**config.mk**
```make
export PLATFORM = sky130hd
export DESIGN_NAME = rvcDecoder
export DESIGN_NICKNAME = d
export VERILOG_FILES = /design/src/rtl/rvcDecodePkg.sv /design/src/rtl/rvcCtrlIf.sv /design/src/rtl/rvcClassify.sv /design/src/rtl/rvcRegSelect.sv /design/src/rtl/rvcImmGen.sv /design/src/rtl/rvcCtrlLookup.sv /design/src/rtl/rvcDecoder.sv
export SDC_FILE = /design/constraint.sdc
export NUM_CORES = 1
export LEC_CHECK = 0
export BUFFER_PORTS_ARGS = -buffer_cell sky130_fd_sc_hd__buf_2
export CORE_ASPECT_RATIO = 0.5
export CORE_MARGIN = 2
export CORE_UTILIZATION = 45
export CTS_BUF_LIST = sky130_fd_sc_hd__clkbuf_2 sky130_fd_sc_hd__clkbuf_4 sky130_fd_sc_hd__clkbuf_8
export DETAILED_ROUTE_END_ITERATION = 10
export PLACE_DENSITY = 0.7
export SYNTH_ARGS = -nofsm -noshare
export SYNTH_HDL_FRONTEND = slang
export SYNTH_SLANG_ARGS = --single-unit
export TNS_END_PERCENT = 20
```
**constraint.sdc**
```tcl
create_clock -name clk -period 1.4 [get_ports clk]
set_clock_uncertainty 0.05 [all_clocks]
set_input_delay 0.07 -clock clk [delete_from_list [all_inputs] [get_ports clk]]
set_output_delay 0.07 -clock clk [all_outputs]
set_load 0.01 [all_outputs]
```
**src/rtl/rvcDecodePkg.sv**
```systemverilog
`default_nettype none

package rvcDecodePkg;

    localparam int InstrW  = 16;  // Compressed instruction width
    localparam int ImmW    = 32;
    localparam int RegSp   = 2;   // x2
    localparam int RegLink = 1;   // x1

    // Main opcode, {quadrant, funct3[2:1]}
    typedef enum logic [3:0] {
        OP_ADDI4SPN,              // 00,00
        OP_LW,                    // 00,01
        OP_BAD_2,                 // 00,10 no RV32C group here
        OP_SW,                    // 00,11
        OP_ADDI_NOP_JAL,          // 01,00
        OP_LI_LUI_ADDI16SP,       // 01,01
        OP_ALUMAIN_J,             // 01,10
        OP_BEQZ_BNEZ,             // 01,11
        OP_SLLI,                  // 10,00
        OP_LWSP,                  // 10,01
        OP_MV_JR_ADD_JALR_EBREAK, // 10,10
        OP_SWSP                   // 10,11
    } mainOpT;

    // One value per decoded instruction group
    typedef enum logic [4:0] {
        J, JAL, JR, JALR_EBREAK, BEQZ_BNEZ,
        LW, SW, LWSP, SWSP,
        ALUMAIN, ANDI, SRAI_SRLI, ADDI_NOP, SLLI, LI, LUI, MV, ADD,
        ADDI4SPN, ADDI16SP,
        ILLEGAL
    } instrClassT;

    typedef enum logic [1:0] {BITWISE = 2'd0, ADDSUB = 2'd1, SHIFT = 2'd2, FLAG = 2'd3} aluCatT;

    // ALU opcode, meaning set by the category
    typedef logic [1:0] aluOpT;
    localparam aluOpT BTXOR  = 2'd1;
    localparam aluOpT BTOR   = 2'd2;
    localparam aluOpT BTAND  = 2'd3;
    localparam aluOpT AFSUBS = 2'd0;  // Signed subtract
    localparam aluOpT AFADD  = 2'd1;
    localparam aluOpT AFSUBU = 2'd2;  // Unsigned subtract
    localparam aluOpT AFEQU  = 2'd3;
    localparam aluOpT SHSLL  = 2'd0;
    localparam aluOpT SHSRL  = 2'd2;
    localparam aluOpT SHSRA  = 2'd3;

    typedef enum logic [1:0] {PCINC = 2'd0, PCBRCH = 2'd1, PCJREG = 2'd2, PCJIMM = 2'd3} pcModeT;
    typedef enum logic [1:0] {LSN = 2'd0, LSW = 2'd1, LSH = 2'd2, LSB = 2'd3} lsuWidthT;

    // One row of the control table
    typedef struct packed {
        logic     lsuLoad;      // Load when set, store otherwise
        lsuWidthT lsuWidth;
        logic     multiCycle;   // rd written later by the LSU
        logic     aluImm;       // ALU B input takes imm instead of rs2
        aluCatT   aluCat;
        aluOpT    aluOp;
        logic     flagInv;
        logic     pcWriteback;  // Link register write
        pcModeT   pcMode;
    } ctrlWordT;

    localparam ctrlWordT CtrlZero = '0;

    // Register plus immediate add, shared by address and SP arithmetic rows
    localparam ctrlWordT CtrlAddImm = '{
        lsuLoad: 1'b0, lsuWidth: LSN, multiCycle: 1'b0, aluImm: 1'b1,
        aluCat: ADDSUB, aluOp: AFADD, flagInv: 1'b0, pcWriteback: 1'b0, pcMode: PCINC
    };

endpackage

`default_nettype wire

```
**src/rtl/rvcCtrlIf.sv**
```systemverilog
`timescale 1ns/1ns
`default_nettype none

interface rvcCtrlIf import rvcDecodePkg::*; ();
    logic     lsuLoad;
    lsuWidthT lsuWidth;
    logic     multiCycle;
    logic     aluImm;
    aluCatT   aluCat;
    aluOpT    aluOp;
    logic     flagInv;
    logic     pcWriteback;
    pcModeT   pcMode;

    modport master (output lsuLoad, lsuWidth, multiCycle, aluImm, aluCat, aluOp,
                    flagInv, pcWriteback, pcMode);
    modport sink   (input  lsuLoad, lsuWidth, multiCycle, aluImm, aluCat, aluOp,
                    flagInv, pcWriteback, pcMode);
endinterface

`default_nettype wire

```
**src/rtl/rvcClassify.sv**
```systemverilog
`timescale 1ns/1ns
`default_nettype none

module rvcClassify import rvcDecodePkg::*; (
    input  logic [InstrW-1:0] instr,
    output instrClassT        instrClass
);

    mainOpT     mainOp;
    logic       rs2Zero;
    logic [4:0] rdField;

    // Quadrant bits on top, then funct3[2:1]; quadrant 11 lands on 12..15
    assign mainOp  = mainOpT'({instr[1:0], instr[15:14]});
    assign rs2Zero = ~|instr[6:2];     // Separates MV/ADD from JR/JALR
    assign rdField = instr[11:7];

    always_comb begin
        instrClass = ILLEGAL;          // BAD_2, quadrant 11, anything unmatched
        case (mainOp)
            OP_ADDI4SPN:  instrClass = ADDI4SPN;
            OP_LW:        instrClass = LW;
            OP_SW:        instrClass = SW;
            OP_LWSP:      instrClass = LWSP;
            OP_SWSP:      instrClass = SWSP;
            OP_SLLI:      instrClass = SLLI;
            OP_BEQZ_BNEZ: instrClass = BEQZ_BNEZ; // Bit 13 picks the sense later
            OP_ADDI_NOP_JAL: begin
                instrClass = instr[13] ? JAL : ADDI_NOP;  // NOP is ADDI x0
            end
            OP_LI_LUI_ADDI16SP: begin
                if (!instr[13]) begin
                    instrClass = LI;
                end else if (rdField == 5'(RegSp)) begin
                    instrClass = ADDI16SP;             // LUI encoding with rd x2
                end else begin
                    instrClass = LUI;
                end
            end
            OP_ALUMAIN_J: begin
                if (instr[13]) begin
                    instrClass = J;
                end else begin
                    case (instr[11:10])
                        2'b11:   instrClass = ALUMAIN;  // SUB/XOR/OR/AND
                        2'b10:   instrClass = ANDI;
                        default: instrClass = SRAI_SRLI; // Bit 10 picks arith/logic
                    endcase
                end
            end
            OP_MV_JR_ADD_JALR_EBREAK: begin
                case ({rs2Zero, instr[12]})
                    2'b00:   instrClass = MV;
                    2'b01:   instrClass = ADD;
                    2'b10:   instrClass = JR;
                    default: instrClass = JALR_EBREAK;  // EBREAK when rs1 is x0
                endcase
            end
            default: instrClass = ILLEGAL;
        endcase
    end

endmodule

`default_nettype wire

```
**src/rtl/rvcRegSelect.sv**
```systemverilog
`timescale 1ns/1ns
`default_nettype none

module rvcRegSelect import rvcDecodePkg::*; #(
    parameter int RegAddrW = 5
) (
    input  logic [InstrW-1:0]   instr,
    input  instrClassT          instrClass,
    output logic [RegAddrW-1:0] rs1,
    output logic [RegAddrW-1:0] rs2,
    output logic [RegAddrW-1:0] rd
);

    logic [RegAddrW-1:0] bigRs1, bigRs2;
    logic [RegAddrW-1:0] smallRs1, smallRs2;
    logic [RegAddrW-1:0] rawRs1, rawRs2, rawRd;
    logic                useBig;
    logic                rdFromRs2;

    assign bigRs1   = instr[7 +: RegAddrW];              // Full field, top bit dropped at 4
    assign bigRs2   = instr[2 +: RegAddrW];
    assign smallRs1 = RegAddrW'({2'b01, instr[9:7]});    // x8..x15
    assign smallRs2 = RegAddrW'({2'b01, instr[4:2]});

    // Quadrant 10, and quadrant 01 below funct3 100, carry full register fields
    assign useBig    = instr[1] | (instr[0] & ~instr[15]);
    assign rawRs1    = useBig ? bigRs1 : smallRs1;
    assign rawRs2    = useBig ? bigRs2 : smallRs2;
    assign rdFromRs2 = (instrClass == ADDI4SPN) || (instrClass == LW);
    assign rawRd     = rdFromRs2 ? rawRs2 : rawRs1;

    always_comb begin
        rs1 = rawRs1;
        rs2 = rawRs2;
        rd  = rawRd;
        case (instrClass)
            LI, LUI, MV:       rs1 = '0;   // Pass the B operand through an OR
            ADDI4SPN:          rs1 = RegAddrW'(RegSp);
            SWSP: begin
                rs1 = RegAddrW'(RegSp);
                rd  = '0;                  // rs2 is the store data
            end
            J, JR, SW:         rd  = '0;
            JAL, JALR_EBREAK:  rd  = RegAddrW'(RegLink);
            BEQZ_BNEZ: begin
                rs2 = '0;                  // Compare rs1 against x0
                rd  = '0;
            end
            default: ;
        endcase
    end

endmodule

`default_nettype wire

```
**src/rtl/rvcImmGen.sv**
```systemverilog
`timescale 1ns/1ns
`default_nettype none

module rvcImmGen import rvcDecodePkg::*; (
    input  logic [InstrW-1:0] instr,
    input  instrClassT        instrClass,
    output logic [ImmW-1:0]   imm
);

    logic fmtA, fmtB, fmtC, fmtD, fmtE, fmtF, fmtG, fmtH, fmtI, fmtJ;
    logic fmtAI;
    logic signLow;     // Sign fill up to bit 16
    logic signHigh;    // Sign fill above bit 16, LUI included
    logic [InstrW-1:0] i;

    assign i = instr;

    // Format per class
    assign fmtA = (instrClass == ANDI) || (instrClass == ADDI_NOP) || (instrClass == LI);
    assign fmtB = (instrClass == LWSP);
    assign fmtC = (instrClass == J) || (instrClass == JAL);      // 12-bit jump offset
    assign fmtD = (instrClass == BEQZ_BNEZ);
    assign fmtE = (instrClass == ADDI16SP);
    assign fmtF = (instrClass == ADDI4SPN);
    assign fmtG = (instrClass == LW) || (instrClass == SW);
    assign fmtH = (instrClass == SWSP);
    assign fmtI = (instrClass == SRAI_SRLI) || (instrClass == SLLI);
    assign fmtJ = (instrClass == LUI);

    assign fmtAI = fmtA | fmtI;     // Same low bits, only A is signed

    assign signLow  = i[12] & (fmtA | fmtC | fmtD | fmtE);
    assign signHigh = i[12] & (fmtA | fmtC | fmtD | fmtE | fmtJ);

    // Each bit ORs its gated sources
    assign imm[0]  = i[2] & fmtAI;
    assign imm[1]  = i[3] & (fmtAI | fmtC | fmtD);
    assign imm[2]  = (i[4] & (fmtAI | fmtB | fmtC | fmtD)) | (i[9] & fmtH)
                   | (i[6] & (fmtF | fmtG));
    assign imm[3]  = (i[5] & (fmtAI | fmtB | fmtC | fmtF)) | (i[10] & (fmtD | fmtG | fmtH));
    assign imm[4]  = (i[6] & (fmtAI | fmtB | fmtE))
                   | (i[11] & (fmtC | fmtD | fmtF | fmtG | fmtH));
    assign imm[5]  = (i[12] & (fmtAI | fmtB | fmtF | fmtG | fmtH))
                   | (i[2] & (fmtC | fmtD | fmtE));
    assign imm[6]  = (i[12] & fmtA) | (i[5] & (fmtD | fmtE | fmtG)) | (i[2] & fmtB)
                   | (i[7] & (fmtC | fmtF | fmtH));
    assign imm[7]  = (i[12] & fmtA) | (i[6] & (fmtC | fmtD)) | (i[3] & (fmtB | fmtE))
                   | (i[8] & (fmtF | fmtH));
    assign imm[8]  = (i[12] & (fmtA | fmtD)) | (i[4] & fmtE) | (i[9] & (fmtC | fmtF));
    assign imm[9]  = (i[12] & (fmtA | fmtD | fmtE)) | (i[10] & (fmtC | fmtF));
    assign imm[10] = (i[12] & (fmtA | fmtD | fmtE)) | (i[8] & fmtC);
    assign imm[11] = signLow;                           // C keeps its sign here as well

    // LUI field at 16:12, sign of bit 12 fills the rest
    assign imm[16:12]     = fmtJ ? i[6:2] : {5{signLow}};
    assign imm[ImmW-1:17] = {(ImmW - 17){signHigh}};

endmodule

`default_nettype wire

```
**src/rtl/rvcCtrlLookup.sv**
```systemverilog
`timescale 1ns/1ns
`default_nettype none

module rvcCtrlLookup import rvcDecodePkg::*; (
    input  logic [InstrW-1:0] instr,
    input  instrClassT        instrClass,
    rvcCtrlIf.master          ctrl
);

    ctrlWordT row;

    always_comb begin
        row = CtrlZero;                        // ILLEGAL and unknown classes
        case (instrClass)
            ALUMAIN: begin
                row.aluCat = aluCatT'({1'b0, ~|instr[6:5]});  // 00 is SUB, rest bitwise
                row.aluOp  = instr[6:5];                     // Direct to ALU opcode
            end
            ANDI: begin
                row.aluImm = 1'b1;
                row.aluOp  = BTAND;            // BITWISE from the zero row
            end
            SRAI_SRLI: begin
                row.aluImm = 1'b1;
                row.aluCat = SHIFT;
                row.aluOp  = instr[10] ? SHSRA : SHSRL;
            end
            SLLI: begin
                row.aluImm = 1'b1;
                row.aluCat = SHIFT;
                row.aluOp  = SHSLL;
            end
            ADDI_NOP, ADDI16SP, ADDI4SPN: row = CtrlAddImm;
            ADD: begin
                row        = CtrlAddImm;
                row.aluImm = 1'b0;             // rd = rs1 + rs2
            end
            LI, LUI: begin
                row.aluImm = 1'b1;
                row.aluOp  = BTOR;             // rs1 is x0, imm passes through
            end
            MV: row.aluOp = BTOR;              // rd = x0 | rs2
            J:  row.pcMode = PCJIMM;           // ALU idle, imm goes to the PC
            JAL: begin
                row.pcMode      = PCJIMM;
                row.pcWriteback = 1'b1;
            end
            JR, JALR_EBREAK: begin
                row.aluCat      = ADDSUB;
                row.aluOp       = AFADD;
                row.pcMode      = PCJREG;
                row.pcWriteback = (instrClass == JALR_EBREAK);  // Link only for JALR
            end
            BEQZ_BNEZ: begin
                row.aluCat  = FLAG;
                row.aluOp   = AFEQU;
                row.flagInv = instr[13];       // BNEZ inverts the equality flag
                row.pcMode  = PCBRCH;
            end
            LW, LWSP: begin
                row            = CtrlAddImm;   // Address is rs1 + imm
                row.lsuLoad    = 1'b1;
                row.lsuWidth   = LSW;
                row.multiCycle = 1'b1;         // rd comes back from the LSU
            end
            SW, SWSP: begin
                row          = CtrlAddImm;
                row.lsuWidth = LSW;            // rs2 still feeds the store data
            end
            default: row = CtrlZero;
        endcase
    end

    assign ctrl.lsuLoad     = row.lsuLoad;
    assign ctrl.lsuWidth    = row.lsuWidth;
    assign ctrl.multiCycle  = row.multiCycle;
    assign ctrl.aluImm      = row.aluImm;
    assign ctrl.aluCat      = row.aluCat;
    assign ctrl.aluOp       = row.aluOp;
    assign ctrl.flagInv     = row.flagInv;
    assign ctrl.pcWriteback = row.pcWriteback;
    assign ctrl.pcMode      = row.pcMode;

endmodule

`default_nettype wire

```
**src/rtl/rvcDecoder.sv**
```systemverilog
`timescale 1ns/1ns
`default_nettype none

module rvcDecoder import rvcDecodePkg::*; #(
    parameter int RegAddrW = 5          // 4 for the embedded register file
) (
    input  logic                clk,
    input  logic                rstN,
    input  logic                inVld,
    input  logic [InstrW-1:0]   instr,
    output logic                outVld,
    output logic [RegAddrW-1:0] rs1,
    output logic [RegAddrW-1:0] rs2,
    output logic [RegAddrW-1:0] rd,
    output logic [ImmW-1:0]     imm,
    output logic                lsuLoad,
    output lsuWidthT            lsuWidth,
    output logic                multiCycle,
    output logic                aluImm,
    output aluCatT              aluCat,
    output aluOpT               aluOp,
    output logic                flagInv,
    output logic                pcWriteback,
    output pcModeT              pcMode
);

    instrClassT          instrClass;
    logic [RegAddrW-1:0] rs1Comb, rs2Comb, rdComb;
    logic [ImmW-1:0]     immComb;

    rvcCtrlIf ctrlBus ();

    rvcClassify uClassify (.instr(instr), .instrClass(instrClass));

    rvcRegSelect #(.RegAddrW(RegAddrW)) uRegSelect (
        .instr      (instr),
        .instrClass (instrClass),
        .rs1        (rs1Comb),
        .rs2        (rs2Comb),
        .rd         (rdComb)
    );

    rvcImmGen uImmGen (.instr(instr), .instrClass(instrClass), .imm(immComb));

    rvcCtrlLookup uCtrlLookup (.instr(instr), .instrClass(instrClass), .ctrl(ctrlBus.master));

    // Decode stage register loads every cycle whatever inVld says
    always_ff @(posedge clk or negedge rstN) begin
        if (!rstN) begin
            outVld      <= 1'b0;
            rs1         <= '0;
            rs2         <= '0;
            rd          <= '0;
            imm         <= '0;
            lsuLoad     <= 1'b0;
            lsuWidth    <= LSN;
            multiCycle  <= 1'b0;
            aluImm      <= 1'b0;
            aluCat      <= BITWISE;
            aluOp       <= '0;
            flagInv     <= 1'b0;
            pcWriteback <= 1'b0;
            pcMode      <= PCINC;
        end else begin
            outVld      <= inVld;       // Marks which cycles carry a real decode
            rs1         <= rs1Comb;
            rs2         <= rs2Comb;
            rd          <= rdComb;
            imm         <= immComb;
            lsuLoad     <= ctrlBus.lsuLoad;
            lsuWidth    <= ctrlBus.lsuWidth;
            multiCycle  <= ctrlBus.multiCycle;
            aluImm      <= ctrlBus.aluImm;
            aluCat      <= ctrlBus.aluCat;
            aluOp       <= ctrlBus.aluOp;
            flagInv     <= ctrlBus.flagInv;
            pcWriteback <= ctrlBus.pcWriteback;
            pcMode      <= ctrlBus.pcMode;
        end
    end

endmodule

`default_nettype wire

```
==> results.cfg, run 1 <==
[cells_and_area]
nFillCells = 395
layout_common_cells = 76 x buf_2, 74 x buf_4, 45 x dfrtp_1
multiInputGateArea_mm2 = 0.00148
seqCellArea_mm2 = 0.00113
nNetsFinal = 418
synthToLayoutAreaGrowth_pct = 56.9
drive_gt1_share_pct = 57.9
final_area_mm2 = 0.00401
diodes = 0
final_common_cell = buf_2

[logic_synthesis]
ys_seq_area_share_pct = 44.0
synthDistinctLibCells = 64
syn_nets = 272
synthCells = 250
synth-async-reset-ratio_pct = 100
synth_edf_count = 0
synth_warnings = 0
netlist_area_mm2 = 0.00256
synth.avg_cell_area_um2 = 10.2
ys_ff_latch = 45
synth-main-ff-cell = dfrtp_1

[grt]
gr-total-overflow = 0
grt-busiest-layer = met2
use_met3_pct = 4.04
grt_antenna_before_repair = 0
grt_util_all_layers_pct = 27.3
grtUsageMet1_pct = 38.8
grt_max_degree = 46
grt_pass1_wl_um = 13300
grt_pass1_vias = 2458
met2_usage_pct = 45.2

[setup_path]
cp_slowest_cell = or4b_4
setup.worst_path.start_class = input port
crit_type = in2reg
startpoint = instr[1]
cpPeakStageDelay_ns = 0.50
crit_buf_inv = 5
crit_end = rs1[4]
crit_chain = buf_12 > inv_6 > ha_4 > a221o_1 > a221oi_4 > buf_6 > buf_12 > nor2_4 > or4b_4 > buf_4 > o21ai_4 > nor2_2 > and3_1
critPathTopFamily = compound AO/OA/AOI/OAI gates
critical_path.most_common_cell = buf_12
cp_max_fo = 5
cp.required_ns = 1.55
critical_path_depth = 13
arrival_ns = 2.34
worstSetupEndpointType = register

[route]
drc = 0
finalWirelength_um = 8270
via_per_inst = 5.43
first_pass_iters = 4
wire_per_inst_um = 17.6
vias = 2553
drtIter0Drc = 136
ant_nets = 0

[timing]
finalWorstSetupSlack_ns = -0.790
finalSetupTns_ns = -24.42
fmaxAchievable_mhz = 457
rsz0062_at_grt = yes
layout_min_cycle_time_ns = 2.19
finalCritPeriodShare_pct = 156
fin_hold_ws_ns = 0.0777
relSlewSlack_pct = 66.1
tightestPinTransition_ns = 0.503
slew_violations = 0
hold_viol = 0
final-setup-viol-count = 44

[floorplanning]
dieWidth_um = 111
start_util_pct = 46.6
die_area_mm2 = 0.00634
num_rows = 19
core_region_area_mm2 = 0.00549
ios = 80
die_y_um = 57.3

[placement]
dpl_cell_area_mm2 = 0.00355
dp_hpwl_um = 6390
place_congestion = 0.979
portBuffers = 78

[clock_network]
cts_made_buffers = 5
clockBufferDepth = 2
cts_tree = done
clkSlewWorstSetupHoldPaths_ns = 0.09
clock-sinks = 45
cts_root_buf = clkbuf_8
cts_max_level = 2

[hold_path]
hold_class = in2reg

[power]
power_leakage_nw = 2.03
p_per_area_mw_per_mm2 = 1000
peakVddDrop_mv = 0.572

[run]
maxCapViolCount = 0

[outcome]
status = finished, violations left
violations = setup timing
[cell families (layout without fill, tap and decap cells)]
group                    after synthesis  after routing  share of synthesized area (%)
AO/OA/AOI/OAI                         72             72                           22.6
adder cells (fa/ha/maj)                3              3                           1.47
buffers and inverters                 36            183                           9.19
flip-flops                            45             45                           44.0
multiplexers                           5              5                           1.96
other                                  1              1                          0.147
AND/OR/NAND/NOR                       88             88                           20.6
[layer usage]
layer	part of all wire, %	vias to the layer above	wire [um]
met4	0.91	0	75
met5	0	-	0
met2	47	84	3880
li1	-	1198	-
met3	6.3	7	522
met1	46	1264	3790
[Yosys cell counts (2+ instances only)]
cell	n	area share, %
nor4b_2	3	1.8
buf_4	18	5.3
o22ai_1	3	0.73
a31o_2	2	0.68
buf_6	4	1.8
a311oi_2	2	1.2
and3_1	4	0.98
a21o_1	11	3.2
inv_1	10	1.5
a211o_1	2	0.68
mux2i_1	5	2.0
nor3_1	9	1.8
o21ai_2	2	0.68
clkbuf_1	2	0.29
a21oi_1	11	2.2
nand2_1	15	2.2
or3_1	5	1.2
o21a_1	3	0.88
buf_2	2	0.39
ha_1	3	1.5
o21ai_0	8	1.6
nand3_1	7	1.4
nor2b_1	2	0.49
and2_1	6	1.5
nand2b_1	6	1.5
a211oi_1	3	0.88
a21boi_0	2	0.59
nor2_1	15	2.2
a31oi_1	2	0.49
a221o_1	4	1.6
dfrtp_1	45	44
a31oi_2	2	0.98
[tightest hold or removal path, delay by kind of cell]
family | cells | cell delay (ns)
buffers and inverters | 2 | 0.23
AOI/OAI and AO/OA | 1 | 0.11
[report_power, final]
group	switching [mW]	internal, mW	total (mW)	leakage, nW
clock	0.454	0.555	1.01	0.0588
sequential	0.0449	1.47	1.52	0.577
combinational	0.782	0.708	1.49	1.40
total	1.28	2.73	4.01	2.03
[worst min path at each step]
stage	to	slack [ns]	from	cells past startpoint
floorplan	aluCat[0]	-0.28	rstN	0
global placement	rs1[3]	0.003	rstN	2
detailed placement	rs1[3]	0.009	rstN	2
CTS	imm[13]	0.07	instr[3]	3
global route	imm[15]	0.08	instr[5]	3
finish	imm[13]	0.08	instr[3]	3
[registers in the layout (all words and copies together), names as in the netlist]
signal	flops
aluCat	2
aluImm	1
aluOp	2
flagInv	1
imm	18
lsuLoad	1
lsuWidth	1
outVld	1
pcMode	2
pcWriteback	1
rd	5
rs1	5
rs2	5
[stage by stage]
step	worst slack, ns	std cells	power [mW]	util (%)
after detailed placement	-1.23	454	2.86	64.7
final	-0.790	470	4.01	73.1
after global placement	-1.17	454	2.83	64.7
after global routing	-0.818	470	4.22	73.1
after CTS	-0.732	468	3.98	71.7
after floorplan	-0.903	250	2.26	-
[repair_timing]
action | in CTS | in global routing
setup buffers | 4 | 2
hold buffers | 2 | 0
hold endpoints to repair | 46 | 0
pin swaps | 14 | 8
resized for setup | 46 | 11
setup endpoints to repair | 44 | 44
[area by class of cell]
type | count | area share, %
Clock buffer | 6 | 1.90
Timing Repair Buffer | 165 | 28.6
Sequential cell | 45 | 28.1
Tap cell | 73 | 2.28
Clock inverter | 2 | 0.966
Multi-Input combinational cell | 169 | 36.9
Inverter | 10 | 1.37
(Power assumes the default switching activity.)
==> run 2: changes to the inputs <==
--- a/config.mk
+++ b/config.mk
@@ -5,13 +5,14 @@
 export SDC_FILE = /design/constraint.sdc
 export NUM_CORES = 1
 export LEC_CHECK = 0
+export ABC_AREA = 1
 export BUFFER_PORTS_ARGS = -buffer_cell sky130_fd_sc_hd__buf_2
 export CORE_ASPECT_RATIO = 0.5
 export CORE_MARGIN = 2
 export CORE_UTILIZATION = 45
 export CTS_BUF_LIST = sky130_fd_sc_hd__clkbuf_2 sky130_fd_sc_hd__clkbuf_4 sky130_fd_sc_hd__clkbuf_8
 export DETAILED_ROUTE_END_ITERATION = 10
-export PLACE_DENSITY = 0.7
+export PLACE_DENSITY = 0.69
 export SYNTH_ARGS = -nofsm -noshare
 export SYNTH_HDL_FRONTEND = slang
 export SYNTH_SLANG_ARGS = --single-unit
==> run 2 against run 1 <==
  * The flow still finishes with violations (setup timing)
  * Largest power group is now combinational logic
  * Power increased by 6.6%
  * Combinational power increased by 14%
  * Design area increased by 7.8%
  * Worst hold slack got worse by 0.057 ns
  * Non-clock buffer count decreased by 9
  * Count of clock-buffer cells in the layout unchanged
  * Via count increased by 15%
  * Final cell count increased by 21%
  * Fmax increased by 36%
  * Routed wire length increased by 9.8%
  * Sequential power increased by 3%
  * Synthesized cell count increased by 40%
==> results.cfg, run 2 <==
[outcome]
status = finished, violations left
violations = setup timing

[setup_path]
startpoint = instr[0]
crit_type = in2reg
cp.required_ns = 1.60
cp_max_fo = 6
worstSetupEndpointType = register
setup.worst_path.start_class = input port
arrival_ns = 1.81

[grt]
grt_pass1_wl_um = 14300
grt_max_degree = 30
grt_util_all_layers_pct = 28.2
gr-total-overflow = 0
grt_pass1_vias = 2849
grt_antenna_before_repair = 0

[floorplanning]
die_y_um = 58.1
start_util_pct = 47.4
die_area_mm2 = 0.00652
dieWidth_um = 112
core_region_area_mm2 = 0.00556
num_rows = 19
ios = 80

[route]
drtIter0Drc = 161
ant_nets = 0
via_per_inst = 5.15
vias = 2928
drc = 0
first_pass_iters = 5
wire_per_inst_um = 16.0
finalWirelength_um = 9080

[logic_synthesis]
synth_edf_count = 0
synth_area_leaders = dfrtp_1 43%, nand2_1 12%, nor2_1 7.0%, nand3_1 6.5%, inv_1 5.0%
synthDistinctLibCells = 27
synth_warnings = 0
synth.most_common_cell = nand2_1
synth_common_cells = 84 x nand2_1, 49 x nor2_1, 45 x dfrtp_1
netlist_area_mm2 = 0.00264
syn_nets = 372
yosys.area.top_type_share_pct = 42.7
synth-main-ff-cell = dfrtp_1
synth-async-reset-ratio_pct = 100
synth.avg_cell_area_um2 = 7.53
ys_seq_area_share_pct = 42.7
synthCells = 350
yosysTopAreaCell = dfrtp_1
ys_ff_latch = 45

[power]
total_power_mw = 4.28
peakVddDrop_mv = 0.813
power_leakage_nw = 2.38
p_per_area_mw_per_mm2 = 989

[cells_and_area]
largest_reg_flops = 18
synthToLayoutAreaGrowth_pct = 64.2
nNetsFinal = 517
top_register = imm
diodes = 0
layout_common_cells = 76 x buf_2, 69 x buf_4, 59 x nand2_1
final_common_cell = buf_2
nFillCells = 396
drive_gt1_share_pct = 58.7
final_util_pct = 77.8

[hold_path]
holdPathStages = 3
hold_path_end = rd[2]
hold_class = in2reg
worstHoldStart = instr[4]

[run]
maxCapViolCount = 0

[clock_network]
cts_root_buf = clkbuf_8
cts_made_buffers = 5
clockBufferDepth = 2
clkSlewWorstSetupHoldPaths_ns = 0.09
cts_tree = done
cts_max_level = 2
clock-sinks = 45

[timing]
layout_min_cycle_time_ns = 1.61
finalSetupTns_ns = -6.20
finalCritPeriodShare_pct = 115
finalWorstSetupSlack_ns = -0.212
hold_viol = 0
slew_violations = 0
fin_hold_ws_ns = 0.0210
final-setup-viol-count = 41
rsz0062_at_grt = yes
fmaxAchievable_mhz = 620

[placement]
portBuffers = 78
place_congestion = 0.938
dp_hpwl_um = 6840
## run 2: layout make-up
class	instances	area [um2]	area share, %
multi-input combinational	244	1750	40.4
tap	73	91.3	2.11
clock inverter	2	38.8	0.896
timing repair buffer	156	1050	24.3
clock buffer	6	76.3	1.76
inverter	43	191	4.42
sequential	45	1130	26.0
## run 2: how the worst max path moves through the flow
| stage | slack [ns] | cells after the start | to |
|---|---|---|---|
| floorplan | -0.18 | 14 | aluOp[0] |
| global placement | -0.71 | 15 | aluOp[0] |
| detailed placement | -0.69 | 15 | aluOp[0] |
| CTS | -0.20 | 14 | imm[2] |
| global route | -0.32 | 15 | aluOp[0] |
| finish | -0.21 | 14 | aluOp[0] |
## run 2: cells by family (layout without fill, tap and decap cells)
group                      after synthesis  after routing  synth area share [%]
buffers and inverters                   61            207                  11.2
DFF                                     45             45                  42.7
adders and majority gates                3              3                  1.42
and+or+nand+nor                        210            210                  38.3
AOI/OAI and AO/OA                       30             30                  6.12
other                                    1              1                 0.142
## run 2: through the flow
stage	cell area, um2	worst slack, ns	instances
floorplan	2760	-0.183	350
global placement	3570	-0.709	542
detailed placement	3570	-0.688	542
CTS	4060	-0.197	564
global route	4330	-0.321	569
finish	4330	-0.212	569
## run 2: power breakdown
part           internal [mW]  switching [mW]  leakage (nW)
Clock                  0.555           0.457        0.0588
Combinational          0.699            1.00          1.75
Sequential              1.50          0.0668         0.576
Total                   2.75            1.52          2.38
## run 2: worst max-delay path, cell delays in order
cell	delay, ns
buf_8	0.08
clkinvlp_4	0.12
ha_4	0.31
inv_6	0.04
nand2_8	0.08
nand3_4	0.09
nor2_4	0.25
nand3_4	0.18
buf_4	0.18
nor2_1	0.12
nor2_1	0.07
nand3_1	0.09
nor2_2	0.05
nand3_2	0.05
## run 2: layer usage
metal  up-vias  share of wire, %  GRT usage [%]
met5         -                 0              0
met4         0               2.9           8.36
met3        25               6.2           4.39
met2       123                47           48.0
met1      1402                44           38.2
li1       1378                 -              -
## run 2: repair_timing
item                                    in CTS  in global routing
endpoints found under the setup margin      44                 44
pin swaps                                   31                 29
hold endpoints to repair                    17                  0
buffers inserted                            12                  5
resized for setup                           69                 56
hold buffers                                 2                  0
gates cloned                                 0                  0
